### config.mk
export PLATFORM = sky130hd
export DESIGN_NAME = smc_mac
export DESIGN_NICKNAME = d
export VERILOG_FILES = /design/src/logic/smc_mac_pkg.sv /design/src/logic/smc_access_counter.sv /design/src/logic/smc_read_assembler.sv /design/src/logic/smc_write_lane_select.sv /design/src/logic/smc_mac.sv
export SDC_FILE = /design/constraint.sdc
export NUM_CORES = 1
export LEC_CHECK = 0
export CORE_UTILIZATION = 60
export DETAILED_ROUTE_END_ITERATION = 7
export DONT_BUFFER_PORTS = 1
export GPL_TIMING_DRIVEN = 0
export PLACE_DENSITY = 0.8
export SLEW_MARGIN = 40
export SYNTH_ARGS = -nofsm -noshare
export SYNTH_HDL_FRONTEND = slang
export SYNTH_HIERARCHICAL = 1
export SYNTH_SLANG_ARGS = --single-unit
### constraint.sdc
create_clock -name sys_clk21 -period 2.1 [get_ports sys_clk21]
set_input_delay 0.21 -clock sys_clk21 [delete_from_list [all_inputs] [get_ports sys_clk21]]
set_output_delay 0.21 -clock sys_clk21 [all_outputs]
set_load 0.01 [all_outputs]
### src/logic/smc_mac_pkg.sv
/* multiple access controller shared types
   size codes, data and counter widths, request and access state structs */

`default_nettype none

package smc_mac_pkg;

  //------------------------------------------------------------
  // widths
  //------------------------------------------------------------

  localparam int data_width  = 32;  // internal and external data word
  localparam int count_width = 2;   // up to four accesses per transfer

  //------------------------------------------------------------
  // size encoding
  //------------------------------------------------------------

  // same code for transfer size and bus size
  // code is log2 of the byte count, so a larger code is a wider size
  typedef enum logic [1:0]
  {
    size_8  = 2'b00,  // byte
    size_16 = 2'b01,  // halfword
    size_32 = 2'b10   // word
  } size_e;

  //------------------------------------------------------------
  // structs
  //------------------------------------------------------------

  // request sizes, sampled with valid_access
  typedef struct packed
  {
    size_e xfer_size;  // internal transfer size
    size_e bus_size;   // external bus width for this request
  } xfer_req_t;

  // registered view of the transfer in progress
  typedef struct packed
  {
    logic [count_width-1:0] num_access;  // accesses left after this one
    size_e                  bus_size;    // registered bus width
    size_e                  xfer_size;   // registered transfer size
  } access_state_t;

endpackage

`default_nettype wire

### src/logic/smc_access_counter.sv
/* access counter for the multiple access controller
   holds request sizes, counts external accesses down and flags the last one */

`timescale 1ns/100ps
`default_nettype none

module smc_access_counter
(
  input  wire                          sys_clk21,      // system clock
  input  wire                          n_sys_reset21,  // async reset, active low
  input  wire                          valid_access,   // new transfer strobe
  input  smc_mac_pkg::xfer_req_t       xfer_req,       // sizes, valid with strobe
  input  wire                          access_done,    // one external access finished
  output smc_mac_pkg::access_state_t   access_state,   // count and registered sizes
  output logic                         mac_done        // last (or only) access
);

  logic [smc_mac_pkg::count_width-1:0] load_count;  // accesses minus one

  //------------------------------------------------------------
  // access count from size ratio
  //------------------------------------------------------------

  // transfer bytes / bus bytes - 1, floored at zero
  always_comb
  begin
    case ({xfer_req.xfer_size, xfer_req.bus_size})
      {smc_mac_pkg::size_32, smc_mac_pkg::size_8}:
        load_count = smc_mac_pkg::count_width'(3);  // four byte accesses
      {smc_mac_pkg::size_32, smc_mac_pkg::size_16},
      {smc_mac_pkg::size_16, smc_mac_pkg::size_8}:
        load_count = smc_mac_pkg::count_width'(1);  // two accesses
      default:
        load_count = '0;  // bus wide enough, single access
    endcase
  end

  //------------------------------------------------------------
  // registered sizes and counter
  //------------------------------------------------------------

  always_ff @(posedge sys_clk21 or negedge n_sys_reset21)
  begin
    if (!n_sys_reset21)
    begin
      access_state.num_access <= '0;
      access_state.bus_size   <= smc_mac_pkg::size_8;
      access_state.xfer_size  <= smc_mac_pkg::size_8;
    end
    else if (valid_access)
    begin
      // new request wins over access_done, restarts any transfer in flight
      access_state.num_access <= load_count;
      access_state.bus_size   <= xfer_req.bus_size;
      access_state.xfer_size  <= xfer_req.xfer_size;
    end
    else if (access_done && !mac_done)
    begin
      // step to next access, hold at zero
      access_state.num_access <= access_state.num_access
                                 - smc_mac_pkg::count_width'(1);
    end
  end

  //------------------------------------------------------------
  // last access detect
  //------------------------------------------------------------

  // also high when idle, count sits at zero between transfers
  assign mac_done = (access_state.num_access == '0);

endmodule

`default_nettype wire

### src/logic/smc_read_assembler.sv
/* read data assembler for the multiple access controller
   collects partial bus reads into a word and replicates narrow transfers */

`timescale 1ns/100ps
`default_nettype none

module smc_read_assembler
(
  input  wire                                 sys_clk21,      // system clock
  input  wire                                 n_sys_reset21,  // async reset, active low
  input  smc_mac_pkg::access_state_t          access_state,   // count and sizes
  input  wire                                 latch_data,     // data_smc valid strobe
  input  wire [smc_mac_pkg::data_width-1:0]   data_smc,       // external read data
  output logic [smc_mac_pkg::data_width-1:0]  read_data       // word to internal bus
);

  logic [smc_mac_pkg::data_width-1:0] r_read_data;  // partial word store
  logic [smc_mac_pkg::data_width-1:0] store_next;   // store with current lanes merged
  logic [smc_mac_pkg::data_width-1:0] word_src;     // word before replication
  logic                               final_latch;  // last access data on the bus

  //------------------------------------------------------------
  // slot select for incoming lanes
  //------------------------------------------------------------

  // num_access picks the slot, msb part arrives first
  // lower slots are cleared, upper slots kept from earlier accesses
  always_comb
  begin
    case (access_state.bus_size)
      smc_mac_pkg::size_8:
      begin
        case (access_state.num_access)
          2'd3:    store_next = {data_smc[7:0], 24'h0};                    // byte 3
          2'd2:    store_next = {r_read_data[31:24], data_smc[7:0], 16'h0};
          2'd1:    store_next = {r_read_data[31:16], data_smc[7:0], 8'h0};
          default: store_next = {r_read_data[31:8], data_smc[7:0]};        // byte 0
        endcase
      end
      smc_mac_pkg::size_16:
      begin
        if (access_state.num_access[0])
          store_next = {data_smc[15:0], 16'h0};  // upper halfword
        else
          store_next = {r_read_data[31:16], data_smc[15:0]};
      end
      default:
        store_next = data_smc;  // full width bus, whole word in one go
    endcase
  end

  //------------------------------------------------------------
  // partial word register
  //------------------------------------------------------------

  always_ff @(posedge sys_clk21 or negedge n_sys_reset21)
  begin
    if (!n_sys_reset21)
      r_read_data <= '0;
    else if (latch_data)
      r_read_data <= store_next;  // takes lanes on edge after strobe
  end

  //------------------------------------------------------------
  // read word mux
  //------------------------------------------------------------

  // on the final strobe the merged word is used before it is stored
  assign final_latch = latch_data && (access_state.num_access == '0);

  // at count zero store_next is stored upper parts plus live low lanes
  assign word_src = final_latch ? store_next : r_read_data;

  always_comb
  begin
    if (latch_data && (access_state.bus_size == smc_mac_pkg::size_32))
    begin
      read_data = data_smc;  // wide bus, live data straight through
    end
    else
    begin
      case (access_state.xfer_size)
        smc_mac_pkg::size_8:
          read_data = {4{word_src[7:0]}};   // byte on every lane
        smc_mac_pkg::size_16:
          read_data = {2{word_src[15:0]}};  // halfword in both halves
        default:
          read_data = word_src;
      endcase
    end
  end

  // intermediate strobes show the stored word, not partial live data
  // r_read_data upper lanes may hold stale parts of an earlier transfer,
  // replication keeps them off the internal bus for narrow transfers

endmodule

`default_nettype wire

### src/logic/smc_write_lane_select.sv
/* write lane select for the multiple access controller
   puts the write data slice for the current access on the external bus */

`timescale 1ns/100ps
`default_nettype none

module smc_write_lane_select
(
  input  smc_mac_pkg::access_state_t          access_state,  // count and sizes
  input  wire [smc_mac_pkg::data_width-1:0]   write_data,    // held for whole transfer
  output logic [smc_mac_pkg::data_width-1:0]  smc_data       // to external bus
);

  //------------------------------------------------------------
  // lane mux
  //------------------------------------------------------------

  // slice index is num_access, so the msb part goes out first
  // narrow transfers sit in the low lanes of write_data
  always_comb
  begin
    case (access_state.bus_size)
      smc_mac_pkg::size_32:
        smc_data = write_data;  // single access
      smc_mac_pkg::size_16:
      begin
        if (access_state.num_access[0])
          smc_data = {16'h0, write_data[31:16]};  // first of two
        else
          smc_data = {16'h0, write_data[15:0]};
      end
      smc_mac_pkg::size_8:
      begin
        case (access_state.num_access)
          2'd3:    smc_data = {24'h0, write_data[31:24]};
          2'd2:    smc_data = {24'h0, write_data[23:16]};
          2'd1:    smc_data = {24'h0, write_data[15:8]};
          default: smc_data = {24'h0, write_data[7:0]};  // last byte
        endcase
      end
      default:
        smc_data = '0;  // unused size code, keep bus quiet
    endcase
  end

  // upper lanes forced low so the pads see no stray data

endmodule

`default_nettype wire

### src/logic/smc_mac.sv
/* multiple access controller top
   splits wide transfers into narrow external accesses, both directions */

`timescale 1ns/100ps
`default_nettype none

module smc_mac
(
  input  wire                                  sys_clk21,      // system clock
  input  wire                                  n_sys_reset21,  // async reset, active low
  input  wire                                  valid_access,   // new transfer strobe
  input  smc_mac_pkg::xfer_req_t               xfer_req,       // sizes with strobe
  input  wire                                  access_done,    // external access end
  input  wire                                  latch_data,     // read data valid
  input  wire [smc_mac_pkg::data_width-1:0]    data_smc,       // external read data
  input  wire [smc_mac_pkg::data_width-1:0]    write_data,     // internal write data
  output logic [smc_mac_pkg::count_width-1:0]  num_access,     // accesses still to come
  output logic                                 mac_done,       // last access
  output logic [smc_mac_pkg::data_width-1:0]   read_data,      // to internal bus
  output logic [smc_mac_pkg::data_width-1:0]   smc_data        // to external bus
);

  smc_mac_pkg::access_state_t access_state;  // shared by both data paths

  //------------------------------------------------------------
  // counter
  //------------------------------------------------------------

  smc_access_counter u_access_counter
  (
    .sys_clk21     (sys_clk21),
    .n_sys_reset21 (n_sys_reset21),
    .valid_access  (valid_access),
    .xfer_req      (xfer_req),
    .access_done   (access_done),
    .access_state  (access_state),
    .mac_done      (mac_done)
  );

  //------------------------------------------------------------
  // data paths
  //------------------------------------------------------------

  smc_read_assembler u_read_assembler
  (
    .sys_clk21     (sys_clk21),
    .n_sys_reset21 (n_sys_reset21),
    .access_state  (access_state),
    .latch_data    (latch_data),
    .data_smc      (data_smc),
    .read_data     (read_data)
  );

  smc_write_lane_select u_write_lane_select
  (
    .access_state  (access_state),
    .write_data    (write_data),
    .smc_data      (smc_data)
  );

  assign num_access = access_state.num_access;  // count for the sequencer

endmodule

`default_nettype wire

* Word-level counts from Yosys, hierarchy flattened
Index checks and enable logic that the tools add are counted.
** Word-level totals
- Register bits :: 38
- Word-level logic and storage cells :: 35
- Output and inout bits :: 67
** Operators by class
- Mux-type cells :: 12
- Eq/ne operators :: 9
- $add $sub $neg :: 1
- Reductions and logical operators :: 9
** Operator list (number)
- $pmux W32 S3 :: 2
- $pmux W32 S2 :: 2
- $mux W32 :: 3
- $pmux W8 S3 :: 1
- $mux W16 :: 1
- $eq A4 B4 Y1 const B :: 2
- $eq A2 B1 Y1 const B :: 3
- $eq A2 B2 Y1 const B :: 3
- $logic_not A2 Y1 :: 3
- $eq A4 B3 Y1 const B :: 1
- $mux W2 :: 2
- $pmux W2 S2 :: 1
- $logic_and A1 B1 Y1 :: 3
- $reduce_bool A2 Y1 :: 1
- $reduce_or A2 Y1 :: 1
- $sub A2 B1 Y2 const B :: 1
- $logic_not A1 Y1 :: 1

* Longest topological paths before layout
- Depth after elaboration :: 6
- Depth in mapped cells :: 8
- Depth with buffers taken out :: 5

* Hierarchy
The synthesis kept the hierarchy.
** By module, submodules not included
- smc_read_assembler :: area an instance 2872.8 um^2, sequential area each 800.8 um^2, cells each 352, instances 1
- smc_write_lane_select :: area an instance 875.8 um^2, sequential area each 0.0 um^2, cells each 113, instances 1
- smc_access_counter :: area an instance 305.3 um^2, sequential area each 150.1 um^2, cells each 25, instances 1

* Worst setup path after synthesis
No wires, ideal clock.
- Path type :: reg2out
- From :: reg, netlist name u_access_counter/access_state[5]
- To :: out read_data[17] (netlist name)
- Data required time :: 1890 ps
- Setup slack :: 94 ps
- Arrival time :: 1796 ps
- Path buffers :: 3
- Cell stages (with the launch flop) :: 9
- Cell sequence :: dfrtp_1 > buf_2 > or3b_1 > buf_6 > buf_12 > mux2i_4 > inv_1 > o22ai_1 > a21oi_1
** On the way
- Longest elaborated chain between the ends :: 6
- Elaborated cells between the ends (all ways) :: 10
- Those cells by class :: eq/ne: 3; mux: 5; reduce/logical: 2
** Ends and longest elaborated chain
- $eq A2 B1 Y1 / $eq A2 B2 Y1 (equally long branches) :: line smc_read_assembler.sv:33 : case (access_state.num_access)
- $pmux W32 S3 :: line smc_read_assembler.sv:33
- $pmux W32 S2 :: line smc_read_assembler.sv:30 : case (access_state.bus_size)
- $mux W32 * :: line smc_read_assembler.sv:72 : assign word_src = final_latch ? store_next : r_read_data;
- $pmux W32 S2 * :: line smc_read_assembler.sv:82 : case (access_state.xfer_size)
- $mux W32 * :: line smc_read_assembler.sv:76 : if (latch_data && (access_state.bus_size == smc_mac_pkg::size_32))
- to (decl) :: line smc_mac.sv:19 : output logic [smc_mac_pkg::data_width-1:0] read_data,
Mark *: on every way between the ends. The rest lies on a longest branch, timed or not.

* Worst setup path in the final report
- From :: reg, netlist name u_access_counter/access_state[5]
- To :: out read_data[11] (netlist name)
** On the way
- Longest elaborated chain between the ends :: 6
- Elaborated cells between the ends (all ways) :: 10
- Those cells by class :: eq/ne: 3; mux: 5; reduce/logical: 2
** Ends and longest elaborated chain (line)
- $eq A2 B1 Y1 / $eq A2 B2 Y1 (equally long branches) :: smc_read_assembler.sv:33
- $pmux W32 S3 :: smc_read_assembler.sv:33
- $pmux W32 S2 :: smc_read_assembler.sv:30
- $mux W32 * :: smc_read_assembler.sv:72
- $pmux W32 S2 * :: smc_read_assembler.sv:82
- $mux W32 * :: smc_read_assembler.sv:76
Marked as above.

==> results.py <==
metrics = {
    "pwr": {
        "irDropWorstVdd_mv": 0.586,
        "report.power.total_mw": 4.14,
        "cellLeakagePower_nw": 1.98,
        "powerDensity_mw_per_mm2": 856,
    },
    "sta": {
        "finalCritPeriodShare": 1.20,
        "hold_viol": 0,
        "tns_ns": -7.19,
        "maxClockFrequency_mhz": 397,
        "max-slew-margin-rel": 0.506,
        "worst_setup_slack_after_layout_ns": -0.418,
        "clock_skew_ns": 0.0144,
        "finalWorstPathRequiredPeriod_ns": 2.52,
        "worst-slew-pin-transition_ns": 0.741,
        "rsz0062_at_grt": "true",
        "final.hold.worst_slack_ns": 0.0162,
        "timing.final.setup_violations": 32,
        "final-max-slew-violation-count": 0,
    },
    "synthesis": {
        "synth-seq-area-share": 0.235,
        "synth_area_mm2": 0.00405,
        "synth.ff_latch_count": 38,
        "postSynth.topFlopCell": "dfrtp_1",
        "synthCells": 490,
        "synth.net_count": 564,
        "synth.lib_cells_used.distinct": 59,
        "synthesis.yosys.warnings": 6,
        "synth_async_sr_flop_share": 1.00,
        "edff_count_synth": 0,
        "post_synth.cell_area_avg_um2": 8.27,
    },
    "outcome": {
        "failing_checks": "design-rule violations, negative setup slack",
        "run_status": "finished with violations",
    },
    "finish": {
        "num_antenna_cells": 0,
        "layout.filler_cells": 425,
        "final_core_util": 0.754,
        "most_frequent_cells_in_the_layout": "nand2_1 (57), dfrtp_1 (36), buf_4 (25), a22o_1 (25)",
        "final_common_cell": "nand2_1",
        "layout.cell_area.non_filler_mm2": 0.00484,
        "syn2layout_area_growth_pct": 19.4,
        "finalNonFillerCells": 601,
        "nNetsFinal": 597,
        "layout-drive-gt1-share": 0.313,
    },
    "clocking": {
        "tritoncts": "built",
        "cts_buffers": 5,
        "cts.htree.levels": 2,
        "numClockSinks": 38,
        "clkSlewWorstSetupHoldPaths_ns": 0.08,
        "clockRootBuffer": "clkbuf_8",
        "max-clock-path-buffers": 2,
        "insertion_delay_ns": 0.32,
    },
    "floorplan": {
        "rows": 29,
        "die_w_um": 84.2,
        "die_area_mm2": 0.00709,
        "core_area_mm2": 0.00642,
        "pin_count": 140,
        "floorplan.initialDensity": 0.631,
        "die_h_um": 84.2,
    },
    "run": {
        "maxCapViolations": 0,
    },
    "global_route": {
        "gr-total-overflow": 0,
        "antenna_found_initial": 0,
        "grt_max_degree": 39,
        "global_route.usage.total": 0.410,
        "global_route_wire_length_before_repair_um": 22600,
        "vias_in_the_first_global_route": 4442,
    },
    "detailed_routing": {
        "drt_first_iter_violations": 879,
        "first_pass_iters": 8,
        "detail_route.vias_per_cell": 7.71,
        "vias_post_dr": 4635,
        "route.antenna.remaining_nets": 0,
        "routed_wire_length_per_instance_um": 26.1,
        "routed_wl_um": 15700,
        "drcViolationCount": 22,
    },
    "worst_setup_path": {
        "timing.critical_path.to_type": "primary output",
        "timing.critical_path.fanout_max": 5,
        "critical_path.startpoint_type": "flop",
        "timing.setup.critical_path_class": "reg2out",
        "critical_path_required_ns": 1.89,
        "worstPathArrival_ns": 2.31,
    },
    "worst_hold_path": {
        "classification_of_the_worst_slack_hold_path": "in2reg",
    },
    "placed_design": {
        "dp_hpwl_um": 9650,
        "preCtsSetupSlack_ns": -0.361,
        "dpl.cell_count": 567,
        "post_dp_cell_area_mm2": 0.00416,
        "io_buffer_count": 0,
        "gpl.final_weighted_congestion": 0.945,
    },
}
## routing by layer
| metal | global-route usage | vias to the layer above | share of wire |
|---|---|---|---|
| met3 | 0.110 | 130 | 0.15 |
| met4 | 0.213 | 0 | 0.053 |
| li1 | - | 1896 | - |
| met5 | 0 | - | 0 |
| met1 | 0.522 | 2141 | 0.35 |
| met2 | 0.642 | 468 | 0.45 |
## cell families (layout without fill, tap and decap cells)
family,count (synthesis),in the layout,synth area share
muxes,56,56,0.168
buffers and inverters,59,92,0.0793
and+or+nand+nor,159,160,0.201
xor gates and xnor gates,1,1,0.00216
AOI/OAI and AO/OA,176,176,0.312
DFF,38,38,0.235
adders and majority gates,1,1,0.00309
## state kept, by name, summed over array words and instances (netlist names)
| signal | flops |
|---|---|
| u_read_assembler/r_read_data | 32 |
| u_access_counter/access_state | 6 |
## final cells by class
class	count	area, um^2	share of cell area
Clock inverter	2	12.5	0.00258
Buffer	40	310	0.0641
Tap cell	77	96.3	0.0199
Inverter	17	63.8	0.0132
Sequential cell	38	953	0.197
Clock buffer	6	82.6	0.0171
Multi-Input combinational cell	394	3060	0.632
Timing Repair Buffer	27	262	0.0540
## where the power goes
part / switching, mW / internal [mW]
clock network: 0.316 / 0.265
registers: 0.146 / 0.868
logic: 1.41 / 1.14
## Yosys cell counts, types with 4 or more instances
library cell   n  share of area
a21oi_1       24          0.030
a221o_1        7          0.017
a221oi_2       7          0.026
a22o_1        25          0.054
a22oi_1       19          0.035
a31oi_1        9          0.014
and2_1        16          0.025
buf_2         11          0.014
buf_6          4          0.011
clkbuf_1      19          0.018
dfrtp_1       38           0.23
inv_1         17          0.016
mux2_2        27          0.075
mux2i_1       20          0.049
mux2i_4        6          0.033
nand2_1       61          0.056
nand2b_1      13          0.020
nand3_1       14          0.017
nor2_1        26          0.024
nor2b_1        4         0.0062
nor4b_1        4         0.0086
o211ai_1       6          0.011
o21ai_0       32          0.040
o21ai_1       13          0.016
o221ai_1       4         0.0086
o22a_1         5          0.011
o22ai_1        6         0.0093
## worst max-delay path, stage by stage (launching register included)
cell and delay (ns):
dfrtp_2 0.47, buf_8 0.15, buf_4 0.14, buf_4 0.15, nor3_4 0.24, buf_4 0.23, a22oi_1 0.11, o21ai_0 0.28
a221o_1 0.26
## path summary, 6_finish.rpt
kind	from	endpoint	slack (ns)	cells past startpoint
worst min-delay path	data_smc[0]	u_read_assembler/r_read_data[0]	0.02	2
worst max register to register	u_access_counter/access_state[5]	u_read_assembler/r_read_data[21]	0.01	7
worst max-delay path	u_access_counter/access_state[5]	read_data[11]	-0.42	8
max in group asynchronous	n_sys_reset21	u_access_counter/access_state[5]	1.51	2
min in group asynchronous	n_sys_reset21	u_read_assembler/r_read_data[25]	0.33	2
worst min register to register	u_read_assembler/r_read_data[18]	u_read_assembler/r_read_data[18]	0.51	1
## repair_timing
action / 4_1_cts / 5_1_grt
setup endpoints to repair: 43 / 32
endpoints found under the hold margin: 38 / 0
pin swaps: 21 / 13
gates resized for setup: 68 / 34
cloned: 3 / 0
hold buffers: 2 / 0
setup buffers: 20 / 7
(Power assumes the default switching activity.)
